$ cat src/logic/rom_ctrl_pkg.sv
/*
 * ROM controller shared definitions
 * Widths, multi-bit select encoding, scrambling rules and digest fold
 */
package rom_ctrl_pkg;

  localparam int AddrW = 8;
  localparam int Depth = 256;
  localparam int DataW = 32;

  // Address permutation key and keystream seed
  localparam logic [AddrW-1:0] ScrAddrKey = 8'hA5;
  localparam logic [DataW-1:0] ScrDataKey = 32'h9E37_79B9;
  localparam logic [DataW-1:0] DigestInit = 32'h6A09_E667;

  // Multi-bit select, only these two encodings are legal
  typedef enum logic [3:0] {
    MuBi4True  = 4'h6,
    MuBi4False = 4'h9
  } mubi4_t;

  function automatic logic mubi4_test_true_strict(mubi4_t val);
    return val == MuBi4True;
  endfunction

  function automatic logic mubi4_test_false_loose(mubi4_t val);
    return val != MuBi4True;
  endfunction

  function automatic logic mubi4_test_true_loose(mubi4_t val);
    return val != MuBi4False;
  endfunction

  function automatic logic mubi4_test_invalid(mubi4_t val);
    return (val != MuBi4True) && (val != MuBi4False);
  endfunction

  // Bitwise combine, OR on the set bits of True and AND on the others
  function automatic mubi4_t mubi4_or_hi(mubi4_t a, mubi4_t b);
    logic [3:0] act;
    logic [3:0] res;
    act = MuBi4True;
    for (int k = 0; k < 4; k++) begin
      res[k] = act[k] ? (a[k] | b[k]) : (a[k] & b[k]);
    end
    return mubi4_t'(res);
  endfunction

  // Physical index of a logical address
  function automatic logic [AddrW-1:0] rom_scr_addr(logic [AddrW-1:0] addr);
    return addr ^ ScrAddrKey;
  endfunction

  // Seed rotated left by the address, then the address mixed in
  function automatic logic [DataW-1:0] rom_keystream(logic [AddrW-1:0] addr);
    logic [2*DataW-1:0] dbl;
    dbl = {ScrDataKey, ScrDataKey} << addr[4:0];
    return dbl[2*DataW-1:DataW] ^ DataW'(addr);
  endfunction

  function automatic logic [DataW-1:0] rom_clear_word(logic [AddrW-1:0] addr);
    return {addr, ~addr, addr ^ 8'h3C, addr + 8'h11};
  endfunction

  function automatic logic [DataW-1:0] rom_digest_step(logic [DataW-1:0] digest,
                                                       logic [DataW-1:0] word);
    return {digest[DataW-2:0], digest[DataW-1]} ^ word;
  endfunction

endpackage

$ cat src/logic/rom_port_if.sv
/*
 * ROM request/response port
 * One-cycle read, request side and response side as modports
 */
interface rom_port_if import rom_ctrl_pkg::*; ();

  // Request, logical and physical address
  logic             req;
  logic [AddrW-1:0] addr;
  logic [AddrW-1:0] scr_addr;

  // Response, one cycle after the request
  logic             rvalid;
  logic [DataW-1:0] scr_rdata;
  logic [DataW-1:0] clr_rdata;

  modport requester (
    output req,
    output addr,
    output scr_addr,
    input  rvalid,
    input  scr_rdata,
    input  clr_rdata
  );

  modport responder (
    input  req,
    input  addr,
    input  scr_addr,
    output rvalid,
    output scr_rdata,
    output clr_rdata
  );

endinterface

$ cat src/logic/rom_ctrl_mux.sv
/*
 * One-way ROM mux
 * Routes checker or bus requests to the array, guards the multi-bit
 * select and flags corrupt or reverting select values
 */
module rom_ctrl_mux import rom_ctrl_pkg::*; (
  input  logic             clk_i,
  input  logic             rst_ni,
  input  mubi4_t           sel_bus_i,
  rom_port_if.responder    chk,
  input  logic             bus_req_i,
  input  logic [AddrW-1:0] bus_addr_i,
  output logic             bus_gnt_o,
  output logic [DataW-1:0] bus_rdata_o,
  output logic             bus_rvalid_o,
  rom_port_if.requester    rom,
  output logic             alert_o
);

  // Sticky select and a one-cycle delayed copy of it
  mubi4_t sel_bus_q;
  mubi4_t sel_bus_qq;

  logic   sel_invalid;
  logic   sel_reverted;
  logic   sel_q_reverted;
  logic   alert_d;
  logic   alert_q;

  always_ff @(posedge clk_i or negedge rst_ni) begin
    if (!rst_ni) begin
      sel_bus_q  <= MuBi4False;
      sel_bus_qq <= MuBi4False;
    end else begin
      // Once true stays true
      sel_bus_q  <= mubi4_or_hi(sel_bus_q, sel_bus_i);
      sel_bus_qq <= sel_bus_q;
    end
  end

  // Corrupt encoding on the input or in the register
  assign sel_invalid = mubi4_test_invalid(sel_bus_i) | mubi4_test_invalid(sel_bus_q);

  // Input fell back to the checker after the bus had it
  assign sel_reverted = mubi4_test_true_loose(sel_bus_q) & mubi4_test_false_loose(sel_bus_i);

  // The register itself fell back
  assign sel_q_reverted = mubi4_test_true_loose(sel_bus_qq) & mubi4_test_false_loose(sel_bus_q);

  assign alert_d = sel_invalid | sel_reverted | sel_q_reverted;

  always_ff @(posedge clk_i or negedge rst_ni) begin
    if (!rst_ni) begin
      alert_q <= 1'b0;
    end else begin
      alert_q <= alert_d;
    end
  end

  assign alert_o = alert_q;

  // Bus may issue in every cycle with a strictly true select
  assign bus_gnt_o = mubi4_test_true_strict(sel_bus_i);

  assign rom.req      = bus_gnt_o ? bus_req_i : chk.req;
  assign rom.addr     = bus_gnt_o ? bus_addr_i : chk.addr;
  assign rom.scr_addr = bus_gnt_o ? rom_scr_addr(bus_addr_i) : chk.addr;

  // Response owner follows the select of the request cycle
  assign bus_rvalid_o = mubi4_test_true_strict(sel_bus_q) & rom.rvalid;
  assign bus_rdata_o  = rom.clr_rdata;

  // Checker only ever sees scrambled data
  assign chk.rvalid    = ~mubi4_test_true_strict(sel_bus_q) & rom.rvalid;
  assign chk.scr_rdata = rom.scr_rdata;
  assign chk.clr_rdata = rom.scr_rdata;

endmodule

$ cat src/flat_wrapper.sv
// flat-port wrapper written by rule: the top's interface ports become plain ports
module rom_ctrl_mux_flat import rom_ctrl_pkg::*;
  (clk_i, rst_ni, sel_bus_i, bus_req_i, bus_addr_i, bus_gnt_o, bus_rdata_o, bus_rvalid_o, alert_o, chk_req, chk_addr, chk_scr_addr, chk_rvalid, chk_scr_rdata, chk_clr_rdata, rom_req, rom_addr, rom_scr_addr, rom_rvalid, rom_scr_rdata, rom_clr_rdata);
  rom_port_if chk_i ();
  rom_port_if rom_i ();
  input  logic clk_i;
  input  logic rst_ni;
  input  mubi4_t sel_bus_i;
  input  logic bus_req_i;
  input  logic [AddrW-1:0] bus_addr_i;
  output logic bus_gnt_o;
  output logic [DataW-1:0] bus_rdata_o;
  output logic bus_rvalid_o;
  output logic alert_o;
  input wire logic [$bits(chk_i.req)-1:0] chk_req;
  input wire logic [$bits(chk_i.addr)-1:0] chk_addr;
  input wire logic [$bits(chk_i.scr_addr)-1:0] chk_scr_addr;
  output wire logic [$bits(chk_i.rvalid)-1:0] chk_rvalid;
  output wire logic [$bits(chk_i.scr_rdata)-1:0] chk_scr_rdata;
  output wire logic [$bits(chk_i.clr_rdata)-1:0] chk_clr_rdata;
  output wire logic [$bits(rom_i.req)-1:0] rom_req;
  output wire logic [$bits(rom_i.addr)-1:0] rom_addr;
  output wire logic [$bits(rom_i.scr_addr)-1:0] rom_scr_addr;
  input wire logic [$bits(rom_i.rvalid)-1:0] rom_rvalid;
  input wire logic [$bits(rom_i.scr_rdata)-1:0] rom_scr_rdata;
  input wire logic [$bits(rom_i.clr_rdata)-1:0] rom_clr_rdata;
  assign chk_i.req = chk_req;
  assign chk_i.addr = chk_addr;
  assign chk_i.scr_addr = chk_scr_addr;
  assign chk_rvalid = chk_i.rvalid;
  assign chk_scr_rdata = chk_i.scr_rdata;
  assign chk_clr_rdata = chk_i.clr_rdata;
  assign rom_req = rom_i.req;
  assign rom_addr = rom_i.addr;
  assign rom_scr_addr = rom_i.scr_addr;
  assign rom_i.rvalid = rom_rvalid;
  assign rom_i.scr_rdata = rom_scr_rdata;
  assign rom_i.clr_rdata = rom_clr_rdata;
  rom_ctrl_mux u_core (.clk_i(clk_i), .rst_ni(rst_ni), .sel_bus_i(sel_bus_i), .chk(chk_i), .bus_req_i(bus_req_i), .bus_addr_i(bus_addr_i), .bus_gnt_o(bus_gnt_o), .bus_rdata_o(bus_rdata_o), .bus_rvalid_o(bus_rvalid_o), .rom(rom_i), .alert_o(alert_o));
endmodule
$ cat config.mk
export PLATFORM = sky130hd
export DESIGN_NAME = rom_ctrl_mux_flat
export DESIGN_NICKNAME = d
export VERILOG_FILES = /design/src/logic/rom_ctrl_pkg.sv /design/src/logic/rom_port_if.sv /design/src/logic/rom_ctrl_mux.sv /design/src/flat_wrapper.sv
export SDC_FILE = /design/constraint.sdc
export NUM_CORES = 1
export LEC_CHECK = 0
export ABC_AREA = 1
export ABC_CLOCK_PERIOD_IN_PS = 900
export BUFFER_PORTS_ARGS = -buffer_cell sky130_fd_sc_hd__clkbuf_2
export CAP_MARGIN = 40
export CORE_AREA = 2 2 84 86
export CTS_CLUSTER_DIAMETER = 50
export DETAILED_ROUTE_END_ITERATION = 10
export DIE_AREA = 0 0 86 88
export PLACE_DENSITY = 0.61
export REMOVE_ABC_BUFFERS = 1
export SETUP_SLACK_MARGIN = 0.15
export SYNTH_ARGS = -nofsm -noshare
export SYNTH_HDL_FRONTEND = slang
export SYNTH_SLANG_ARGS = --single-unit
$ cat constraint.sdc
create_clock -name clk_i -period 0.9 [get_ports clk_i]
set_input_delay 0.18 -clock clk_i [delete_from_list [all_inputs] [get_ports clk_i]]
set_output_delay 0.18 -clock clk_i [all_outputs]
set_load 0.02 [all_outputs]
# Yosys cells after proc, flatten, opt, wreduce, memory -nomap -nowiden

Cells that the tools add are included.

Equal/unequal tests: 7
Multiplexer cells: 3
Bitwise gates (word level): 13
Reduce and logical (&&, ||, !) cells: 2

Operators with widths:

| operator                                                                 | number |
|---|---|
| 8-bit two-way mux                                                        | 2 |
| 4-bit inequality test (second input constant)                            | 3 |
| 4-bit by 3-bit == test with 1-bit output (second input constant)         | 2 |
| 4-bit by 3-bit inequality test with 1-bit output (second input constant) | 2 |
| 1-bit AND                                                                | 6 |
| 1-bit bitwise OR                                                         | 5 |
| 4-bit NOT                                                                | 1 |
| 1-bit logical AND                                                        | 2 |
| 1-bit two-way mux                                                        | 1 |
| 1-bit NOT                                                                | 1 |

Bits in registers: 9
Output and inout port bits: 117
Logic and storage cells: 28

# Longest topological paths before layout

Gate-level depths: netlist of run 1.

Word-level depth: 5
Depth in mapped cells: 7
Mapped depth without buffers: 7

# Worst setup path before layout of run 1

OpenSTA, ideal clock, no wires.

Kind: input to output
Start: in sel_bus_i[3]
End: out rom_scr_addr[1]
Arrival time: 1.001 ns
Data required time: 0.720 ns
Setup slack: -0.281 ns
Stages: 6
Cell sequence: nor2_1 > nand2_2 > inv_2 > nand2_1 > nand2_1 > buf_4

Word-level cells in the longest chain between the ends: 2

RTL lines:

| item                                     | line               | RTL |
|---|---|---|
| start, declared                          | flat_wrapper.sv:8  | `input mubi4_t sel_bus_i;` |
| 4-bit by 3-bit == test with 1-bit output | rom_ctrl_pkg.sv:23 | `return val == MuBi4True;` |
| named net bus_gnt_o                      | flat_wrapper.sv:11 | `output logic bus_gnt_o;` |
| 8-bit two-way mux                        | rom_ctrl_mux.sv:67 | `assign rom.scr_addr = bus_gnt_o ? rom_scr_addr(bus_addr_i) : chk.addr;` |
| end, declared                            | flat_wrapper.sv:23 | `output wire logic [$bits(rom_i.scr_addr)-1:0] rom_scr_addr;` |

The timed path passes the listed nets, and every way through them passes these cells.

# Worst setup path after layout of run 1

Start: reg u_core.sel_bus_q[0]
End: out chk_rvalid

Word-level cells in the longest chain between the ends: 3

RTL lines:

| item                                     | line               | RTL |
|---|---|---|
| start, declared                          | rom_ctrl_mux.sv:21 | `mubi4_t sel_bus_q;` |
| start signal, assigned                   | rom_ctrl_mux.sv:32 | `sel_bus_q <= MuBi4False;` |
| start signal, assigned                   | rom_ctrl_mux.sv:36 | `sel_bus_q <= mubi4_or_hi(sel_bus_q, sel_bus_i);` |
| 4-bit by 3-bit == test with 1-bit output | rom_ctrl_pkg.sv:23 |  |
| 1-bit NOT                                | rom_ctrl_mux.sv:74 | `assign chk.rvalid = ~mubi4_test_true_strict(sel_bus_q) & rom.rvalid;` |
| 1-bit AND                                | rom_ctrl_mux.sv:74 |  |
| end, declared                            | flat_wrapper.sv:18 | `output wire logic [$bits(chk_i.rvalid)-1:0] chk_rvalid;` |

Every way passes these cells.

==> flow_summary.json, run 1 <==
{
  "die_x_um": 86,
  "dp_hpwl_um": 9080,
  "reg2reg_to": "u_core.alert_o",
  "rsz0062_at_grt": "yes",
  "post-route-min-period_ns": 1.30,
  "drtIter0Drc": 66,
  "ff2ff_setup_slack_ns": -0.17,
  "drive_above_1_share": 0.759,
  "crit_arrival_ns": 1.12,
  "drv_cap": 0,
  "drc": 0,
  "grt_max_degree": 10,
  "cts_htree_levels": 1,
  "synth-main-ff-cell": "dfrtp_1",
  "violations": "negative setup slack",
  "first_pass_iters": 6,
  "dieHeight_um": 88,
  "cts_buffer_depth": 2,
  "io-pin-count": 214,
  "status": "finished, violations left",
  "clk_pin_slew_worst_paths_ns": 0.04,
  "n_antenna_cell": 0,
  "hold_viol_final": 0,
  "preCtsSetupSlack_ns": -0.259,
  "worst-endpoint-required_ns": 0.72,
  "vdd_drop_max_mv": 0.672,
  "yosys_warnings": 0,
  "synth-simple-area-share": 0.160,
  "crit_path_max_fanout": 2,
  "multi_input_area_um2": 459,
  "area_growth_pct": 18.5,
  "fin_total_pwr_mw": 1.40,
  "syn_area_per_cell_um2": 7.29,
  "seq_area_frac_synth": 0.181,
  "finalWirelength_um": 10200,
  "whs_path_depth": 4,
  "numCtsBuffers": 3,
  "final-setup-viol-count": 22,
  "overflow": 0,
  "wl_per_cell_um": 46.0,
  "synthCells": 175,
  "fin_util": 0.227,
  "hold-worst-slack_ns": 0.236,
  "tightest_slew_ns": 0.240,
  "core_um2": 6640,
  "synthAdderAreaFrac": 0,
  "routed-via-count": 965,
  "min_to": "u_core.sel_bus_q[0]",
  "synth_common_cells": "buf_4, nand2_1, inv_1, nor2_1, dfrtp_1",
  "cts.sinks": 9,
  "layout.area.seq_um2": 230,
  "rows": 30,
  "netlist.area_leader.share": 0.589,
  "gr-usage-all-layers": 0.251,
  "max_freq_mhz": 772,
  "clock_skew_ns": 0.00556,
  "synth.most_common_cell": "buf_4",
  "fin_crit_sh": 1.44,
  "slowest_delay_ns": 0.55,
  "synth_top_area_cell": "buf_4",
  "synthMuxAreaShare": 0,
  "p_per_area_nw_per_um2": 928,
  "fin_setup_tns_ns": -5.18,
  "p_leak_nw": 0.784,
  "antenna_found_initial": 0,
  "r2r_cells": 5,
  "ys_async_sr_fraction": 1.00,
  "worstReg2RegStart": "u_core.sel_bus_q[0]",
  "fin_ws_ns": -0.396,
  "fin_nets": 239,
  "nFillCells": 701,
  "endpoint_kind": "output port",
  "synth-compound-area-share": 0.0353,
  "synthTopCellsByArea": "buf_4, nand2_1, dfrtp_1",
  "max_slew_margin": 0.840,
  "worst_path_max_delay_cell": "dfstp_2",
  "place.gp.congestion": 0.807,
  "avgViaCountPerCell": 4.37,
  "ctsRootBufferMaster": "clkbuf_8",
  "min_from": "sel_bus_i[0]",
  "crit_path_cell_trace": "nor2_4 -> a21oi_2 -> clkbuf_8",
  "synth_top_family_by_area": "buffers and inverters",
  "clk-insertion-delay-late_ns": 0.24,
  "synth_xor_area_frac": 0,
  "ys_types": 15,
  "synth-seq-cells": 9,
  "synth_edf_count": 0,
  "hp-class": "in -> reg",
  "die_area_um2": 7570,
  "start_util": 0.192,
  "final_max_slew_viol_count": 0,
  "synth_area_um2": 1270,
  "cp-start-kind": "flop",
  "crit_type": "reg -> out",
  "grt_pass1_wl_um": 11300,
  "numPortBuffers": 45,
  "grt_pass1_vias": 801,
  "cts_tree": "yes",
  "ant_nets": 0
}
-- cells by family after synthesis --
kind of cell / Yosys count
and+or+nand+nor: 50
buffers and inverters: 110
AOI/OAI and AO/OA: 6
DFF: 9
-- critical path: cells and delay by family, from the launching register on --
kind                   cells  cell delay, ns
DFF                        1            0.55
buffers and inverters      1            0.16
and+or+nand+nor            1            0.05
AOI/OAI and AO/OA          1            0.13
-- worst max-delay path by stage --
| stage | startpoint | end | depth (start not counted) |
|---|---|---|---|
| after detailed placement | sel_bus_i[3] | rom_addr[1] | 7 |
| after global placement | sel_bus_i[3] | rom_addr[4] | 7 |
| after floorplan | sel_bus_i[3] | rom_addr[1] | 5 |
| final | u_core.sel_bus_q[0] | chk_rvalid | 3 |
| after CTS | u_core.sel_bus_q[0] | chk_rvalid | 3 |
| after global routing | u_core.sel_bus_q[0] | chk_rvalid | 3 |
-- routing by layer --
layer	routed length (um)	GRT usage	part of all wire	vias to the layer above
met2	5270	0.448	0.52	161
met5	44	0.0455	0.0043	-
met3	3050	0.374	0.30	24
met4	400	0.0895	0.039	2
met1	1410	0.102	0.14	423
li1	-	-	-	355
-- repair_timing --
action                     in CTS  in global routing
buffers inserted                3                  2
gates resized for setup        63                 75
hold buffers                    1                  0
gates cloned                    2                  0
hold endpoints to repair        5                  0
pin swaps                       5                  7
setup endpoints to repair      26                 26
-- registers in the layout, indices dropped and copies added, names as in the netlist --
register	count
u_core.sel_bus_q	4
u_core.sel_bus_qq	4
u_core.alert_o	1
-- cell usage in the layout, fill, tap and decap left out, drive strengths merged --
| cell | n |
|---|---|
| dlygate4sd3 | 1 |
| inv | 8 |
| dfstp | 4 |
| o21ai | 5 |
| nand2 | 41 |
| buf | 37 |
| clkinv | 2 |
| a21oi | 1 |
| or2 | 2 |
| nor2 | 6 |
| dfrtp | 5 |
| nand3 | 1 |
| clkbuf | 28 |
-- area by class of cell --
type / count / share of cell area
multi-input cells: 56 / 0.304
well taps: 80 / 0.0662
clock buffers: 4 / 0.0298
repair buffers: 62 / 0.406
inverters: 9 / 0.0306
flip-flops and latches: 9 / 0.152
repair inverters: 1 / 0.0108
-- metrics by stage --
step                cell area, um^2  cells
finish                         1510    221
global route                   1510    221
CTS                            1250    219
detailed placement              926    209
global placement                926    209
floorplan                       513     74
-- power by group --
| group | switching (mW) | internal (mW) | total [mW] |
|---|---|---|---|
| clock | 0.170 | 0.310 | 0.480 |
| sequential | 0.000172 | 0.407 | 0.407 |
| combinational | 0.253 | 0.263 | 0.516 |
Note: power is estimated with default switching activity, not from simulation.
==> run 2, diff against run 1 <==
--- a/config.mk
+++ b/config.mk
@@ -15,2 +15,3 @@
 export DIE_AREA = 0 0 86 88
+export GPL_ROUTABILITY_DRIVEN = 0
 export PLACE_DENSITY = 0.61
==> constraint.sdc (replaced) <==
create_clock -name clk_i -period 0.9 [get_ports clk_i]
set_input_delay 0.135 -clock clk_i [delete_from_list [all_inputs] [get_ports clk_i]]
set_output_delay 0.135 -clock clk_i [all_outputs]
set_load 0.02 [all_outputs]
==> run 2 against run 1 <==
Against the previous run: the flow still finishes with violations (negative setup slack); sequential power hardly changed; non-clock buffer count is 1 higher; combinational power is 5.6% lower; total power is 2.3% lower; cell count is 0.45% higher; utilization is 1.1 points lower; register-to-register slack hardly changed; sequential share of layout area is 0.80 points higher; final area is 5.0% lower; critical endpoint is now bus_rvalid_o; largest cell class unchanged.
==> flow_summary.json, run 2 (synthesis results as in run 1) <==
{
  "status": "finished, violations left",
  "violations": "negative setup slack",
  "whs_path_depth": 4,
  "clk_pin_slew_worst_paths_ns": 0.05,
  "drv_cap": 0,
  "fin_setup_tns_ns": -3.83,
  "clock_skew_ns": 0.00135,
  "wl_per_cell_um": 45.8,
  "crit_type": "reg -> out",
  "first_pass_iters": 4,
  "layout_commonest_cell": "nand2_1",
  "fin_nets": 240,
  "cts_tree": "yes",
  "dieHeight_um": 88,
  "routed-via-count": 935,
  "cp-start-kind": "flop",
  "hold_viol_final": 0,
  "endpoint_kind": "output port",
  "vdd_drop_max_mv": 0.470,
  "die_area_um2": 7570,
  "drc": 0,
  "clk-insertion-delay-late_ns": 0.23,
  "grt_pass1_vias": 830,
  "r2r_cells": 5,
  "numCtsBuffers": 3,
  "start_util": 0.192,
  "p_leak_nw": 0.699,
  "crit_path_max_fanout": 2,
  "dp_hpwl_um": 9130,
  "multi_input_area_um2": 407,
  "tightest_slew_ns": 0.232,
  "grt_max_degree": 10,
  "antenna_found_initial": 0,
  "avgViaCountPerCell": 4.21,
  "drtIter0Drc": 54,
  "fin_util": 0.216,
  "drive_above_1_share": 0.718,
  "layout_common_cells": "nand2_1, clkbuf_2, buf_8, nand2_4, buf_4",
  "final-setup-viol-count": 23,
  "gr-usage-all-layers": 0.255,
  "finalWirelength_um": 10200,
  "final_max_slew_viol_count": 0,
  "rows": 30,
  "n_antenna_cell": 0,
  "core_um2": 6640,
  "grt_pass1_wl_um": 11400,
  "overflow": 0,
  "p_per_area_nw_per_um2": 954,
  "post-route-min-period_ns": 1.22,
  "numPortBuffers": 45,
  "worst-endpoint-required_ns": 0.76,
  "die_x_um": 86,
  "ctsRootBufferMaster": "clkbuf_8",
  "cts.sinks": 9,
  "area_growth_pct": 12.7,
  "max_freq_mhz": 820,
  "fin_crit_sh": 1.36,
  "fin_ws_ns": -0.320,
  "nFillCells": 703,
  "ant_nets": 0,
  "max_slew_margin": 0.845,
  "layout.area.seq_um2": 230,
  "rsz0062_at_grt": "yes",
  "crit_arrival_ns": 1.08,
  "hp-class": "in -> reg",
  "io-pin-count": 214,
  "cts_buffer_depth": 2,
  "cts_htree_levels": 1
}
run 2: cell types whose count changed in the layout (fill, tap and decap cells not counted), moves of 2 or more:
cell / delta
buf_6: -7
nand2_1: +6
buf_2: +3
buf_4: +2
buf_8: +3
nand2_4: -6
clkbuf_8: -2
clkinv_8: -2
run 2: through the flow:
| step | cell area, um^2 | hold slack, ns | worst slack [ns] | instances | power (mW) |
|---|---|---|---|---|---|
| global placement | 918 | 0.00292 | -0.156 | 208 | 0.696 |
| global route | 1440 | 0.196 | -0.361 | 222 | 1.43 |
| finish | 1440 | 0.194 | -0.320 | 222 | 1.37 |
| CTS | 1310 | 0.223 | -0.356 | 219 | 1.32 |
| floorplan | 513 | -0.161 | -0.258 | 74 | 0.548 |
| detailed placement | 918 | 0.00526 | -0.185 | 208 | 0.699 |
run 2: critical path: stages, from the launching register on:
cell and delay [ns]:
dfrtp_1 0.37, nand2_1 0.08, inv_1 0.10, nand2_2 0.07
nor2_1 0.10, buf_4 0.15
run 2: cell type report:
| cell class | count | area share |
|---|---|---|
| multi-input combinational | 56 | 0.283 |
| timing repair inverter | 1 | 0.00523 |
| sequential | 9 | 0.160 |
| clock buffer | 4 | 0.0314 |
| inverter | 9 | 0.0270 |
| timing repair buffer | 63 | 0.423 |
| tap | 80 | 0.0697 |
run 2: timing repair:
action                                  4_1_cts  5_1_grt
endpoints found under the hold margin         9        0
gates cloned                                  2        0
endpoints found under the setup margin       26       27
buffers inserted                              4        3
hold buffers                                  1        0
pin swaps                                     8        8
gates resized for setup                      66       45
run 2: final timing paths:
| check | slack, ns | from | to |
|---|---|---|---|
| max | -0.32 | u_core.sel_bus_q[1] | bus_rvalid_o |
| min | 0.19 | sel_bus_i[0] | u_core.sel_bus_q[0] |
| max reg2reg | -0.17 | u_core.sel_bus_q[0] | u_core.alert_o |
| min reg2reg | 0.51 | u_core.sel_bus_q[1] | u_core.sel_bus_qq[1] |
| max in group asynchronous | 0.35 | rst_ni | u_core.sel_bus_qq[3] |
| min in group asynchronous | 0.30 | rst_ni | u_core.alert_o |
run 2: where the power goes:
| group | leakage [nW] | switching [mW] | internal (mW) |
|---|---|---|---|
| Sequential | 0.0850 | 0.000172 | 0.407 |
| Combinational | 0.591 | 0.237 | 0.250 |
| Clock | 0.0228 | 0.167 | 0.309 |
run 2: metal layers:
| layer | vias to the layer above | global-route usage | share of wire |
|---|---|---|---|
| met2 | 142 | 0.454 | 0.51 |
| met1 | 412 | 0.104 | 0.15 |
| met3 | 19 | 0.375 | 0.30 |
| li1 | 360 | - | - |
| met4 | 2 | 0.0938 | 0.041 |
| met5 | - | 0.0455 | 0.0043 |
